===== config.mk =====
export PLATFORM = sky130hd
export DESIGN_NAME = baton_tracker_top
export DESIGN_NICKNAME = d
export VERILOG_FILES = /design/src/logic/baton_pkg.sv /design/src/logic/camera_capture.sv /design/src/logic/chroma_threshold.sv /design/src/logic/serial_divider.sv /design/src/logic/center_of_mass.sv /design/src/logic/beat_tracker.sv /design/src/logic/tempo_estimator.sv /design/src/logic/baton_tracker_top.sv
export VERILOG_INCLUDE_DIRS = /design/src /design/src/include
export SDC_FILE = /design/constraint.sdc
export NUM_CORES = 1
export LEC_CHECK = 0
export BUFFER_PORTS_ARGS = -buffer_cell sky130_fd_sc_hd__buf_2
export CORE_MARGIN = 2
export CORE_UTILIZATION = 40
export DETAILED_ROUTE_END_ITERATION = 6
export GPL_TIMING_DRIVEN = 0
export PLACE_DENSITY_LB_ADDON = 0.25
export SLEW_MARGIN = 20
export SYNTH_ARGS = -nofsm -noshare
export SYNTH_HDL_FRONTEND = slang
export SYNTH_SLANG_ARGS = --single-unit
export TNS_END_PERCENT = 20

===== constraint.sdc =====
create_clock -name clk_camera -period 9.1 [get_ports clk_camera]
set_input_delay 1.82 -clock clk_camera [delete_from_list [all_inputs] [get_ports clk_camera]]
set_output_delay 1.82 -clock clk_camera [all_outputs]
set_load 0.02 [all_outputs]

===== src/include/baton_defines.svh =====
`ifndef BATON_DEFINES_SVH
`define BATON_DEFINES_SVH

// pixel coordinate widths, enough for 1280 x 720 and more
`define BATON_HCOUNT_W 11
`define BATON_VCOUNT_W 10

// inclusive Cr window for the pink baton tip
`define BATON_CR_LOW  8'hA0
`define BATON_CR_HIGH 8'hF0

// centroid accumulators and divider operands
`define BATON_SUM_W 32

// minimum vertical swing in lines before a direction counts
`define BATON_BEAT_HYST 4

// frames in one minute at 60 fps
`define BATON_FRAMES_PER_MINUTE 3600

// tempo in beats per minute
`define BATON_BPM_W 8

`endif


===== src/logic/baton_pkg.sv =====
`default_nettype none
`include "baton_defines.svh"

package baton_pkg;

   // rgb565 channel split, red in the top bits
   typedef struct packed {
      logic [4:0] red;
      logic [5:0] green;
      logic [4:0] blue;
   } rgb565_chan_t;

   // one camera word seen as raw bytes or as colour channels
   typedef union packed {
      logic [15:0]  raw;
      rgb565_chan_t chan;
   } rgb565_t;

   // one captured pixel with its position in the frame
   typedef struct packed {
      logic                        valid;
      logic [`BATON_HCOUNT_W-1:0]  hcount;
      logic [`BATON_VCOUNT_W-1:0]  vcount;
      rgb565_t                     data;
   } pixel_t;

   // centroid of the marked pixels, found low on an empty frame
   typedef struct packed {
      logic [`BATON_HCOUNT_W-1:0]  x;
      logic [`BATON_VCOUNT_W-1:0]  y;
      logic                        found;
   } centroid_t;

   // tempo source select from the switches
   typedef enum logic [1:0] {
      HOLD   = 2'b00,
      BATON  = 2'b01,
      MANUAL = 2'b10
   } tempo_mode_t;

endpackage

`default_nettype wire


===== src/logic/camera_capture.sv =====
`timescale 1ns/1ns
`default_nettype none
`include "baton_defines.svh"

// camera bus receiver
// pins are double registered, bytes paired into rgb565 pixels
module camera_capture (
   input  wire                clk_camera,
   input  wire                sys_rst_camera,
   input  wire  [7:0]         cam_data_i,
   input  wire                cam_pclk_i,
   input  wire                cam_hsync_i,
   input  wire                cam_vsync_i,
   output baton_pkg::pixel_t  pixel_o,
   output logic               frame_end_o
);

   // synchronizer stages, packed as {data, pclk, hsync, vsync}
   logic [10:0] sync_s1;
   logic [10:0] sync_s2;
   logic [7:0]  data_s;
   logic        pclk_s;
   logic        hsync_s;
   logic        vsync_s;

   // previous synchronized levels for edge detect
   logic pclk_q;
   logic hsync_q;
   logic vsync_q;
   logic pclk_rise;
   logic hsync_fall;
   logic vsync_rise;

   logic [7:0]                 high_byte;
   logic                       second_byte;
   logic [`BATON_HCOUNT_W-1:0] hcount;
   logic [`BATON_VCOUNT_W-1:0] vcount;

   always_ff @(posedge clk_camera) begin
      sync_s1 <= {cam_data_i, cam_pclk_i, cam_hsync_i, cam_vsync_i};
      sync_s2 <= sync_s1;
   end

   assign {data_s, pclk_s, hsync_s, vsync_s} = sync_s2;

   assign pclk_rise  = pclk_s && !pclk_q;
   assign hsync_fall = !hsync_s && hsync_q;
   assign vsync_rise = vsync_s && !vsync_q;

   always_ff @(posedge clk_camera) begin
      if (sys_rst_camera) begin
         pclk_q        <= 1'b0;
         hsync_q       <= 1'b0;
         vsync_q       <= 1'b0;
         second_byte   <= 1'b0;
         hcount        <= '0;
         vcount        <= '0;
         pixel_o.valid <= 1'b0;
         frame_end_o   <= 1'b0;
      end else begin
         pclk_q        <= pclk_s;
         hsync_q       <= hsync_s;
         vsync_q       <= vsync_s;
         pixel_o.valid <= 1'b0;
         // frame ends on the vsync rising edge, any frame size works
         frame_end_o   <= vsync_rise;
         if (vsync_rise) begin
            hcount      <= '0;
            vcount      <= '0;
            second_byte <= 1'b0;
         end else if (hsync_fall) begin
            // next line, drop any half pixel
            hcount      <= '0;
            vcount      <= vcount + 1'b1;
            second_byte <= 1'b0;
         end else if (pclk_rise && hsync_s && !vsync_s) begin
            if (!second_byte) begin
               // high byte comes first
               high_byte   <= data_s;
               second_byte <= 1'b1;
            end else begin
               pixel_o.data.raw <= {high_byte, data_s};
               pixel_o.hcount   <= hcount;
               pixel_o.vcount   <= vcount;
               pixel_o.valid    <= 1'b1;
               hcount           <= hcount + 1'b1;
               second_byte      <= 1'b0;
            end
         end
      end
   end

endmodule

`default_nettype wire


===== src/logic/chroma_threshold.sv =====
`timescale 1ns/1ns
`default_nettype none
`include "baton_defines.svh"

// rgb565 to Cr conversion and pink window test, one cycle
module chroma_threshold (
   input  wire                               clk_camera,
   input  wire                               sys_rst_camera,
   input  wire baton_pkg::pixel_t            pixel_i,
   input  wire                               frame_end_i,
   output logic                              mark_valid_o,
   output logic                              mark_o,
   output logic [`BATON_HCOUNT_W-1:0]        mark_x_o,
   output logic [`BATON_VCOUNT_W-1:0]        mark_y_o,
   output logic                              frame_end_o
);

   // channels widened to 8 bits
   logic [7:0] red8;
   logic [7:0] green8;
   logic [7:0] blue8;

   // signed weighted sum, magnitude stays under 2^15
   logic signed [17:0] cr_acc;
   logic signed [17:0] cr_full;
   logic [7:0]         cr;
   logic               in_range;

   // green sits in bits 10:5 of the word
   assign red8   = {pixel_i.data.chan.red, 3'b000};
   assign green8 = {pixel_i.data.chan.green, 2'b00};
   assign blue8  = {pixel_i.data.chan.blue, 3'b000};

   assign cr_acc = 18'sd112 * $signed({10'd0, red8})
                 - 18'sd94  * $signed({10'd0, green8})
                 - 18'sd18  * $signed({10'd0, blue8});

   // offset back to unsigned, result lies in 16..239
   assign cr_full  = (cr_acc >>> 8) + 18'sd128;
   assign cr       = cr_full[7:0];
   assign in_range = (cr >= `BATON_CR_LOW) && (cr <= `BATON_CR_HIGH);

   always_ff @(posedge clk_camera) begin
      if (sys_rst_camera) begin
         mark_valid_o <= 1'b0;
         frame_end_o  <= 1'b0;
      end else begin
         mark_valid_o <= pixel_i.valid;
         // delayed with the pixels so the last one lands before it
         frame_end_o  <= frame_end_i;
      end
   end

   always_ff @(posedge clk_camera) begin
      mark_o   <= in_range;
      mark_x_o <= pixel_i.hcount;
      mark_y_o <= pixel_i.vcount;
   end

endmodule

`default_nettype wire


===== src/logic/serial_divider.sv =====
`timescale 1ns/1ns
`default_nettype none
`include "baton_defines.svh"

// restoring divider, one quotient bit per cycle
// floor quotient, a zero divisor gives all ones
module serial_divider (
   input  wire                      clk_camera,
   input  wire                      sys_rst_camera,
   input  wire                      start_i,
   input  wire  [`BATON_SUM_W-1:0]  dividend_i,
   input  wire  [`BATON_SUM_W-1:0]  divisor_i,
   output logic [`BATON_SUM_W-1:0]  quotient_o,
   output logic                     done_o
);

   logic                             busy;
   logic [$clog2(`BATON_SUM_W)-1:0]  step;
   logic [`BATON_SUM_W-1:0]          divisor_q;
   logic [`BATON_SUM_W-1:0]          rem;
   logic [`BATON_SUM_W:0]            trial;
   logic                             fits;

   // bring down the next dividend bit, which sits at the top of the quotient reg
   assign trial = {rem, quotient_o[`BATON_SUM_W-1]};
   assign fits  = trial >= {1'b0, divisor_q};

   always_ff @(posedge clk_camera) begin
      if (sys_rst_camera) begin
         busy   <= 1'b0;
         step   <= '0;
         done_o <= 1'b0;
      end else begin
         done_o <= 1'b0;
         if (!busy) begin
            // start only taken while idle
            if (start_i) begin
               busy <= 1'b1;
               step <= '0;
            end
         end else begin
            step <= step + 1'b1;
            if (step == '1) begin
               busy   <= 1'b0;
               done_o <= 1'b1;
            end
         end
      end
   end

   // operand and working registers
   always_ff @(posedge clk_camera) begin
      if (!busy && start_i) begin
         divisor_q  <= divisor_i;
         rem        <= '0;
         quotient_o <= dividend_i;
      end else if (busy) begin
         if (fits) begin
            rem <= trial[`BATON_SUM_W-1:0] - divisor_q;
         end else begin
            rem <= trial[`BATON_SUM_W-1:0];
         end
         quotient_o <= {quotient_o[`BATON_SUM_W-2:0], fits};
      end
   end

endmodule

`default_nettype wire


===== src/logic/center_of_mass.sv =====
`timescale 1ns/1ns
`default_nettype none
`include "baton_defines.svh"

// per frame centroid of marked pixels
// x then y go through one shared divider after frame end
module center_of_mass (
   input  wire                         clk_camera,
   input  wire                         sys_rst_camera,
   input  wire                         mark_valid_i,
   input  wire                         mark_i,
   input  wire  [`BATON_HCOUNT_W-1:0]  mark_x_i,
   input  wire  [`BATON_VCOUNT_W-1:0]  mark_y_i,
   input  wire                         frame_end_i,
   output baton_pkg::centroid_t        centroid_o,
   output logic                        centroid_valid_o
);

   typedef enum logic [1:0] {
      S_IDLE,
      S_DIV_X,
      S_DIV_Y
   } com_state_t;

   com_state_t state;

   // running sums for the current frame
   logic [`BATON_SUM_W-1:0] acc_x;
   logic [`BATON_SUM_W-1:0] acc_y;
   logic [`BATON_SUM_W-1:0] acc_n;

   // y sum and count kept for the second division
   logic [`BATON_SUM_W-1:0] sum_y_q;
   logic [`BATON_SUM_W-1:0] cnt_q;

   logic                    div_start;
   logic [`BATON_SUM_W-1:0] div_dividend;
   logic [`BATON_SUM_W-1:0] div_divisor;
   logic [`BATON_SUM_W-1:0] div_quotient;
   logic                    div_done;

   // x division starts straight from the live sums at frame end
   assign div_start = (state == S_IDLE && frame_end_i && acc_n != '0)
                   || (state == S_DIV_X && div_done);
   assign div_dividend = (state == S_IDLE) ? acc_x : sum_y_q;
   assign div_divisor  = (state == S_IDLE) ? acc_n : cnt_q;

   serial_divider u_div (
      .clk_camera     (clk_camera),
      .sys_rst_camera (sys_rst_camera),
      .start_i        (div_start),
      .dividend_i     (div_dividend),
      .divisor_i      (div_divisor),
      .quotient_o     (div_quotient),
      .done_o         (div_done)
   );

   always_ff @(posedge clk_camera) begin
      if (sys_rst_camera) begin
         state            <= S_IDLE;
         acc_x            <= '0;
         acc_y            <= '0;
         acc_n            <= '0;
         centroid_o       <= '0;
         centroid_valid_o <= 1'b0;
      end else begin
         centroid_valid_o <= 1'b0;
         if (frame_end_i) begin
            sum_y_q <= acc_y;
            cnt_q   <= acc_n;
            acc_x   <= '0;
            acc_y   <= '0;
            acc_n   <= '0;
         end else if (mark_valid_i && mark_i) begin
            acc_x <= acc_x + {{(`BATON_SUM_W-`BATON_HCOUNT_W){1'b0}}, mark_x_i};
            acc_y <= acc_y + {{(`BATON_SUM_W-`BATON_VCOUNT_W){1'b0}}, mark_y_i};
            acc_n <= acc_n + 1'b1;
         end
         case (state)
            S_IDLE: begin
               if (frame_end_i) begin
                  if (acc_n == '0) begin
                     // empty frame, old x and y stay
                     centroid_o.found <= 1'b0;
                     centroid_valid_o <= 1'b1;
                  end else begin
                     state <= S_DIV_X;
                  end
               end
            end
            S_DIV_X: begin
               if (div_done) begin
                  centroid_o.x <= div_quotient[`BATON_HCOUNT_W-1:0];
                  state        <= S_DIV_Y;
               end
            end
            S_DIV_Y: begin
               if (div_done) begin
                  centroid_o.y     <= div_quotient[`BATON_VCOUNT_W-1:0];
                  centroid_o.found <= 1'b1;
                  centroid_valid_o <= 1'b1;
                  state            <= S_IDLE;
               end
            end
            default: state <= S_IDLE;
         endcase
      end
   end

endmodule

`default_nettype wire


===== src/logic/beat_tracker.sv =====
`timescale 1ns/1ns
`default_nettype none
`include "baton_defines.svh"

// beat detect from the vertical baton motion
// turn_y follows the extreme of the current stroke, a swing of
// at least the hysteresis the other way flips the direction
module beat_tracker (
   input  wire                         clk_camera,
   input  wire                         sys_rst_camera,
   input  wire  baton_pkg::centroid_t  centroid_i,
   input  wire                         centroid_valid_i,
   output logic                        beat_o
);

   localparam logic [`BATON_VCOUNT_W-1:0] HYST = `BATON_BEAT_HYST;

   logic [`BATON_VCOUNT_W-1:0] turn_y;
   // high while the baton travels down the image, y growing
   logic                       dir_down;

   always_ff @(posedge clk_camera) begin
      if (sys_rst_camera) begin
         turn_y   <= '0;
         dir_down <= 1'b0;
         beat_o   <= 1'b0;
      end else begin
         beat_o <= 1'b0;
         // frames without the baton are skipped
         if (centroid_valid_i && centroid_i.found) begin
            if (dir_down) begin
               if (centroid_i.y > turn_y) begin
                  turn_y <= centroid_i.y;
               end else if (turn_y - centroid_i.y >= HYST) begin
                  // bottom of the stroke, that is the beat
                  dir_down <= 1'b0;
                  turn_y   <= centroid_i.y;
                  beat_o   <= 1'b1;
               end
            end else begin
               if (centroid_i.y < turn_y) begin
                  turn_y <= centroid_i.y;
               end else if (centroid_i.y - turn_y >= HYST) begin
                  dir_down <= 1'b1;
                  turn_y   <= centroid_i.y;
               end
            end
         end
      end
   end

endmodule

`default_nettype wire


===== src/logic/tempo_estimator.sv =====
`timescale 1ns/1ns
`default_nettype none
`include "baton_defines.svh"

// tempo from frames between beats, or manual from the switches
module tempo_estimator (
   input  wire                           clk_camera,
   input  wire                           sys_rst_camera,
   input  wire                           beat_i,
   input  wire                           centroid_valid_i,
   input  wire  baton_pkg::tempo_mode_t  tempo_mode_i,
   input  wire  [`BATON_BPM_W-1:0]       manual_bpm_i,
   output logic [`BATON_BPM_W-1:0]       bpm_o
);

   // frames since the last beat, the beat frame included
   logic [`BATON_SUM_W-1:0] frame_cnt;
   logic                    seen_beat;
   logic                    div_start;
   logic [`BATON_SUM_W-1:0] div_quotient;
   logic                    div_done;
   logic [`BATON_BPM_W-1:0] bpm_sat;

   // first beat only sets the reference point
   assign div_start = beat_i && seen_beat && (tempo_mode_i == baton_pkg::BATON);

   serial_divider u_div (
      .clk_camera     (clk_camera),
      .sys_rst_camera (sys_rst_camera),
      .start_i        (div_start),
      .dividend_i     (`BATON_SUM_W'(`BATON_FRAMES_PER_MINUTE)),
      .divisor_i      (frame_cnt),
      .quotient_o     (div_quotient),
      .done_o         (div_done)
   );

   // clamp to 255 for very short beat intervals
   assign bpm_sat = (div_quotient > `BATON_SUM_W'({`BATON_BPM_W{1'b1}}))
                  ? {`BATON_BPM_W{1'b1}} : div_quotient[`BATON_BPM_W-1:0];

   always_ff @(posedge clk_camera) begin
      if (sys_rst_camera) begin
         frame_cnt <= '0;
         seen_beat <= 1'b0;
         bpm_o     <= '0;
      end else begin
         // beat lags its centroid by a cycle so the count is complete here
         if (beat_i) begin
            frame_cnt <= '0;
            seen_beat <= 1'b1;
         end else if (centroid_valid_i) begin
            frame_cnt <= frame_cnt + 1'b1;
         end
         case (tempo_mode_i)
            baton_pkg::MANUAL: bpm_o <= manual_bpm_i;
            baton_pkg::BATON: begin
               if (div_done) begin
                  bpm_o <= bpm_sat;
               end
            end
            // HOLD keeps the last tempo
            default: bpm_o <= bpm_o;
         endcase
      end
   end

endmodule

`default_nettype wire


===== src/logic/baton_tracker_top.sv =====
`timescale 1ns/1ns
`default_nettype none
`include "baton_defines.svh"

// camera side tracking core
// capture -> threshold -> centroid -> beat -> tempo
module baton_tracker_top (
   input  wire                           clk_camera,
   input  wire                           sys_rst_camera,
   input  wire  [7:0]                    cam_data_i,
   input  wire                           cam_pclk_i,
   input  wire                           cam_hsync_i,
   input  wire                           cam_vsync_i,
   input  wire  baton_pkg::tempo_mode_t  tempo_mode_i,
   input  wire  [`BATON_BPM_W-1:0]       manual_bpm_i,
   output baton_pkg::centroid_t          centroid_o,
   output logic                          centroid_valid_o,
   output logic                          beat_o,
   output logic [`BATON_BPM_W-1:0]       bpm_o
);

   baton_pkg::pixel_t          pixel;
   logic                       cap_frame_end;
   logic                       mark_valid;
   logic                       mark;
   logic [`BATON_HCOUNT_W-1:0] mark_x;
   logic [`BATON_VCOUNT_W-1:0] mark_y;
   // frame end aligned with the mark stream
   logic                       thr_frame_end;

   camera_capture u_capture (
      .clk_camera     (clk_camera),
      .sys_rst_camera (sys_rst_camera),
      .cam_data_i     (cam_data_i),
      .cam_pclk_i     (cam_pclk_i),
      .cam_hsync_i    (cam_hsync_i),
      .cam_vsync_i    (cam_vsync_i),
      .pixel_o        (pixel),
      .frame_end_o    (cap_frame_end)
   );

   chroma_threshold u_threshold (
      .clk_camera     (clk_camera),
      .sys_rst_camera (sys_rst_camera),
      .pixel_i        (pixel),
      .frame_end_i    (cap_frame_end),
      .mark_valid_o   (mark_valid),
      .mark_o         (mark),
      .mark_x_o       (mark_x),
      .mark_y_o       (mark_y),
      .frame_end_o    (thr_frame_end)
   );

   center_of_mass u_com (
      .clk_camera       (clk_camera),
      .sys_rst_camera   (sys_rst_camera),
      .mark_valid_i     (mark_valid),
      .mark_i           (mark),
      .mark_x_i         (mark_x),
      .mark_y_i         (mark_y),
      .frame_end_i      (thr_frame_end),
      .centroid_o       (centroid_o),
      .centroid_valid_o (centroid_valid_o)
   );

   beat_tracker u_beat (
      .clk_camera       (clk_camera),
      .sys_rst_camera   (sys_rst_camera),
      .centroid_i       (centroid_o),
      .centroid_valid_i (centroid_valid_o),
      .beat_o           (beat_o)
   );

   tempo_estimator u_tempo (
      .clk_camera       (clk_camera),
      .sys_rst_camera   (sys_rst_camera),
      .beat_i           (beat_o),
      .centroid_valid_i (centroid_valid_o),
      .tempo_mode_i     (tempo_mode_i),
      .manual_bpm_i     (manual_bpm_i),
      .bpm_o            (bpm_o)
   );

endmodule

`default_nettype wire


* Word level (Yosys, flattened, before mapping)
Index checks and enable logic that the tools add are counted.
** Cells by class
- $add $sub $neg :: 15
- Multiply operators :: 3
- $lt $le $gt $ge :: 9
- Equality and inequality tests :: 13
- Mux-type cells :: 47
- Bitwise operators :: 9
- Reductions and logical operators :: 49
** Operators with widths (number)
- $mux 32 :: 6
- $ge 33x32->1 :: 2
- $add 32x1->32 const B :: 2
- $sub 32x32->32 :: 2
- $mux 10 :: 5
- $mux 38 :: 1
- $add 32x10->32 :: 1
- $add 32x11->32 :: 1
- $gt 32x8->1 const B :: 1
- $logic_not 32->1 :: 1
- $reduce_bool 32->1 :: 1
- $sub 16x16->16 :: 2
- $mux 1 :: 21
- $ge 10x3->1 const B :: 2
- $mux 5 :: 4
- $sub 10x10->10 :: 2
- $mux 8 :: 2
- $pmux 8 s2 :: 1
- $logic_and 1x1->1 :: 15
- $mul 6x6->12 const A :: 1
- $ne 2x2->1 const B :: 6
- $add 11x1->11 const B :: 1
- $add 10x1->10 const B :: 1
- $add 5x1->5 const B :: 2
- 27 further kinds :: 62
** Storage, ports and cells
- Flip-flop bits (word level) :: 562
- Output and inout port bits :: 32
- Logic and storage cells :: 192

* Longest topological paths before layout
- Word-level depth :: 6
- Depth in mapped cells :: 24
- Mapped depth without buffers :: 24

* Hierarchy
A second synthesis with hierarchy kept.
** Second synthesis, totals
- Cell total of the unflattened synthesis :: 2834
- Area, all modules :: 29349.4 um^2
** By module, submodules not included
- center_of_mass :: instances 1, cells an instance 829, area an instance 8610.8 um^2, sequential area each 4344.2 um^2
- serial_divider (u_com.u_div) :: instances 1, cells an instance 610, area an instance 6109.6 um^2, sequential area each 2702.6 um^2
- serial_divider (u_tempo.u_div) :: instances 1, cells an instance 522, area an instance 5741.8 um^2, sequential area each 2702.6 um^2
- camera_capture :: instances 1, cells an instance 192, area an instance 2949.1 um^2, sequential area each 2332.2 um^2
- chroma_threshold :: instances 1, cells an instance 247, area an instance 2424.8 um^2, sequential area each 480.5 um^2
- tempo_estimator :: instances 1, cells an instance 247, area an instance 2031.9 um^2, sequential area each 820.8 um^2
- beat_tracker :: instances 1, cells an instance 187, area an instance 1481.4 um^2, sequential area each 240.2 um^2

* Least setup slack after synthesis
Ideal clock, no wire load.
- Path type :: input to register
- Start point :: in sys_rst_camera
- End point :: reg u_com.cnt_q[0] (enable)
- Library setup time :: 0.493 ns
- Arrival time :: 4.848 ns
- Required time :: 8.607 ns
- Slack :: 3.759 ns
- Stages :: 2
- Path buffers :: 1
- Cell sequence :: clkbuf_1 -> nor2b_1
** Between the ends
- Cells in the longest elaborated chain, start to end :: 2
** RTL lines
- start, declared :: line baton_tracker_top.sv:9 : input wire sys_rst_camera,
- $not 1->1 (no source line)
- $reduce_and 2->1 (no source line)
- end signal, assigned :: line center_of_mass.sv:70 : cnt_q <= acc_n;
- end, declared :: line center_of_mass.sv:34 : logic [`BATON_SUM_W-1:0] cnt_q;
Every way passes these cells.
A chain may end at the register's enable or synchronous reset.

* Worst setup path in the final report
- Start point :: reg u_capture.pixel_o[8] (netlist bit)
- End point :: reg u_threshold.mark_o
** Between the ends
- Cells in the longest elaborated chain, start to end :: 6
- Elaborated cells between the ends (all ways) :: 7
- Those cells by class :: 3 x add/sub; 1 x mul; 2 x order compare; 1 x reduce/logical
** RTL lines
- start, declared :: line camera_capture.sv:14 : output baton_pkg::pixel_t pixel_o,
- $mul 6x6->12 (*) :: line chroma_threshold.sv:35 : - 18'sd94 * $signed({10'd0, green8})
- $sub 16x16->16 (*) :: line chroma_threshold.sv:35
- $sub 16x16->16 (*) :: line chroma_threshold.sv:36 : - 18'sd18 * $signed({10'd0, blue8});
- $add 8x8->8 (*) :: line chroma_threshold.sv:39 : assign cr_full = (cr_acc >>> 8) + 18'sd128;
- $ge 8x8->1 (no source line) / $le 8x8->1 (equally long branches)
- $logic_and 1x1->1 (*) :: line chroma_threshold.sv:41 : assign in_range = (cr >= `BATON_CR_LOW) && (cr <= `BATON_CR_HIGH);
- via u_threshold.in_range :: line chroma_threshold.sv:27 : logic in_range;
- end signal, assigned :: line chroma_threshold.sv:55 : mark_o <= in_range;
- end, declared :: line chroma_threshold.sv:12 : output logic mark_o,
Mark *: on every way through the listed nets, which the timed path passes. The rest lies on a longest branch.

==> out/qor.yml <==
grt_usage_pct: 17.2
period_needed_ps: 5350
regToRegEndpoint: "u_threshold.mark_o"
fin_skew_ps: 40.2
ys_types: 88
cp_max_fo: 7
post-cts-setup-buffers: 0
grt_first_pass_wirelength_um: 102000
synthCells: 2870
yosys-top-cells-count: "dfxtp_1 (357), nand2_1 (302), nor2_1 (287)"
overflow: 0
chipWidth_um: 268
status: "finished clean"
min_path_cells: 0
synth_top_flop_cell: "dfxtp_1"
clkTransAtPathRegs_ps: 60
num_vias: 20318
cts_sinks: 562
holdPathEnd: "u_capture.sync_s2[6]"
design.core.area_sq_mm: 0.0688
vias_per_cell: 5.12
synth_area_leaders: "dfxtp_1 (26%), edfxtp_1 (22%), ha_1 (7.5%), nand2_1 (4.1%), nor2_1 (3.9%)"
drt_wl_total_um: 62000
ys_async_sr_fraction_pct: 0
post-synth-top-area-fraction_pct: 25.6
setup_violations: 0
synth_most_common_cell: "dfxtp_1"
dp_hpwl_um: 46100
holdCritPathClass: "flop to flop"
placed_cell_area_sq_mm: 0.0295
layout.nets: 3206
grt_pass1_vias: 20261
ir_drop_mv: 0.147
min-delay-start: "u_capture.sync_s1[6]"
port_buffers: 54
cp.arrival_ps: 5880
cts_tree: "done"
p_leak_nw: 13.0
end_kind: "flop"
gp_congestion: 0.861
finish.instance_area_sq_mm: 0.0314
cts_root_buf: "clkbuf_16"
start_kind: "flop"
rows: 96
cts-buffers-inserted: 58
finalPower_w: 0.00520
syn_nets: 3087
dr.pass1.iters: 5
finalCritPeriodShare_pct: 58.8
drv_cap: 0
final-max-slew-violation-count: 0
grt_max_degree: 34
synth_edf_count: 205
synth_top_cell_by_area: "dfxtp_1"
synth_area_per_cell_sq_um: 9.72
ctsHoldBuffers: 0
rsz0062_at_grt: "false"
syn2layout_area_growth_pct: 12.7
clockBufferDepth: 3
slew_headroom_pct: 35.5
wl_per_cell_um: 15.6
antennaDiodeCount: 0
cp.required_ps: 9630
num_io_pins: 55
netlist_area_sq_mm: 0.0279
synth-seq-cells: 562
ant_nets: 0
reg2reg_from: "u_capture.pixel_o[8]"
criticalPathCategory: "flop to flop"
synth_seq_area_share_pct: 47.7
timing.fmax_mhz: 187
drc_errors: 0
antenna_found_initial: 0
cts_resized: 0
clock_latency_ps: 630
r2r_slack_ps: 3750
post-route-util_pct: 45.7
cts.htree.levels: 2
rr_worst_depth: 19
hold_viol_final: 0
finalSetupTns_ps: 0
ys_warn_count: 0
die_h_um: 268
dieArea_sq_mm: 0.0719
worst_pin_slew_ps: 963
drive_gt1_share_pct: 7.93
start_util_pct: 40.5
powerDensity_mw_per_mm2: 165
drt_iter0_drc: 1027
==> final cells by class <==
class / count / area [sq um]
plain buffers: 112 / 464
clock buffers: 78 / 1640
clock inverters: 32 / 323
fillers: 6472 / 37400
inverters: 187 / 702
multi-input cells: 2009 / 13500
flip-flops and latches: 562 / 13300
well taps: 931 / 1160
repair buffers: 59 / 378
==> state kept, by name, summed over array words and instances, names as in the netlist, 32 cells and up <==
signal                    count
u_tempo.u_div.quotient_o     32
u_com.acc_x                  32
u_capture.pixel_o            38
u_com.u_div.quotient_o       32
u_tempo.u_div.divisor_q      32
u_com.cnt_q                  32
u_tempo.frame_cnt            32
u_com.u_div.rem              32
u_com.acc_y                  32
u_com.sum_y_q                32
u_tempo.u_div.rem            32
u_com.acc_n                  32
u_com.u_div.divisor_q        32
==> where the power goes <==
part / switching, W / total (W) / leakage [nW] / internal (W)
clock: 0.00102 / 0.00241 / 0.949 / 0.00139
sequential: 0.0000195 / 0.00264 / 4.79 / 0.00262
combinational: 0.0000943 / 0.000151 / 7.28 / 0.0000564
==> layout by cell type (no fill, tap or decap), types with 10 or more instances in the layout <==
cell type,count
nand4_1,40
fa_1,27
or2_2,13
ha_1,167
and2_1,13
o211ai_1,10
and3_1,46
o21ai_0,140
nor2b_1,31
nand2_1,302
a22o_1,25
or3_1,22
edfxtp_1,205
buf_2,66
a21o_1,44
a21oi_1,213
mux2i_1,74
nor2_1,286
nor3_1,22
nor4_1,17
o21ai_1,24
clkbuf_16,59
nand3_1,63
xnor2_1,77
xor2_1,119
o221ai_1,14
o21a_1,23
nand2b_1,13
mux2_2,37
a211oi_1,10
a31oi_1,17
clkbuf_1,92
dfxtp_1,357
buf_1,12
inv_1,186
o21bai_1,17
==> metrics by stage <==
step	cells	hold WS [ps]	setup slack, ps
6_report	3970	323	3750
5_1_grt	3970	336	3410
4_1_cts	3970	325	3720
3_5_place_dp	3860	314	3720
3_3_place_gp	3855	314	1880
2_1_floorplan	2870	310	3760
==> critical path, cell delays in order (launching register included) <==
cell and delay [ps]:
edfxtp_1 440, inv_1 120, fa_1 530, fa_1 520, fa_1 550, inv_1 40
ha_1 330, a21oi_1 210, xnor2_1 140, fa_1 540, inv_1 40, ha_1 360
and3_1 180, a21o_1 220, o41a_1 360, nand2_1 130, nand2b_1 60, a21oi_1 180
xor2_1 90, o211a_1 220
==> cell families after synthesis <==
kind of cell | count (synthesis) | synth area share, %
buf+inv | 299 | 4.18
mux | 113 | 4.23
fa+ha+maj | 194 | 9.43
simple gates | 909 | 15.2
compound gates | 597 | 13.1
flops | 562 | 47.7
xor+xnor | 196 | 6.15
==> worst max-delay path by stage <==
stage | to | startpoint | slack, ps | cells past startpoint
floorplan | u_com.cnt_q[0] | sys_rst_camera | 3760 | 2
global placement | u_com.cnt_q[14] | sys_rst_camera | 1880 | 3
detailed placement | u_threshold.mark_o | u_capture.pixel_o[8] | 3720 | 19
CTS | u_threshold.mark_o | u_capture.pixel_o[8] | 3720 | 19
global route | u_threshold.mark_o | u_capture.pixel_o[8] | 3410 | 19
finish | u_threshold.mark_o | u_capture.pixel_o[8] | 3750 | 19
==> per-layer routing <==
metal	track usage, %	share of wire, %
met3	2.20	3.3
met4	5.19	2.3
met1	22.1	46
met5	0	0
met2	30.2	49
Power figures use the tool's default switching activity.
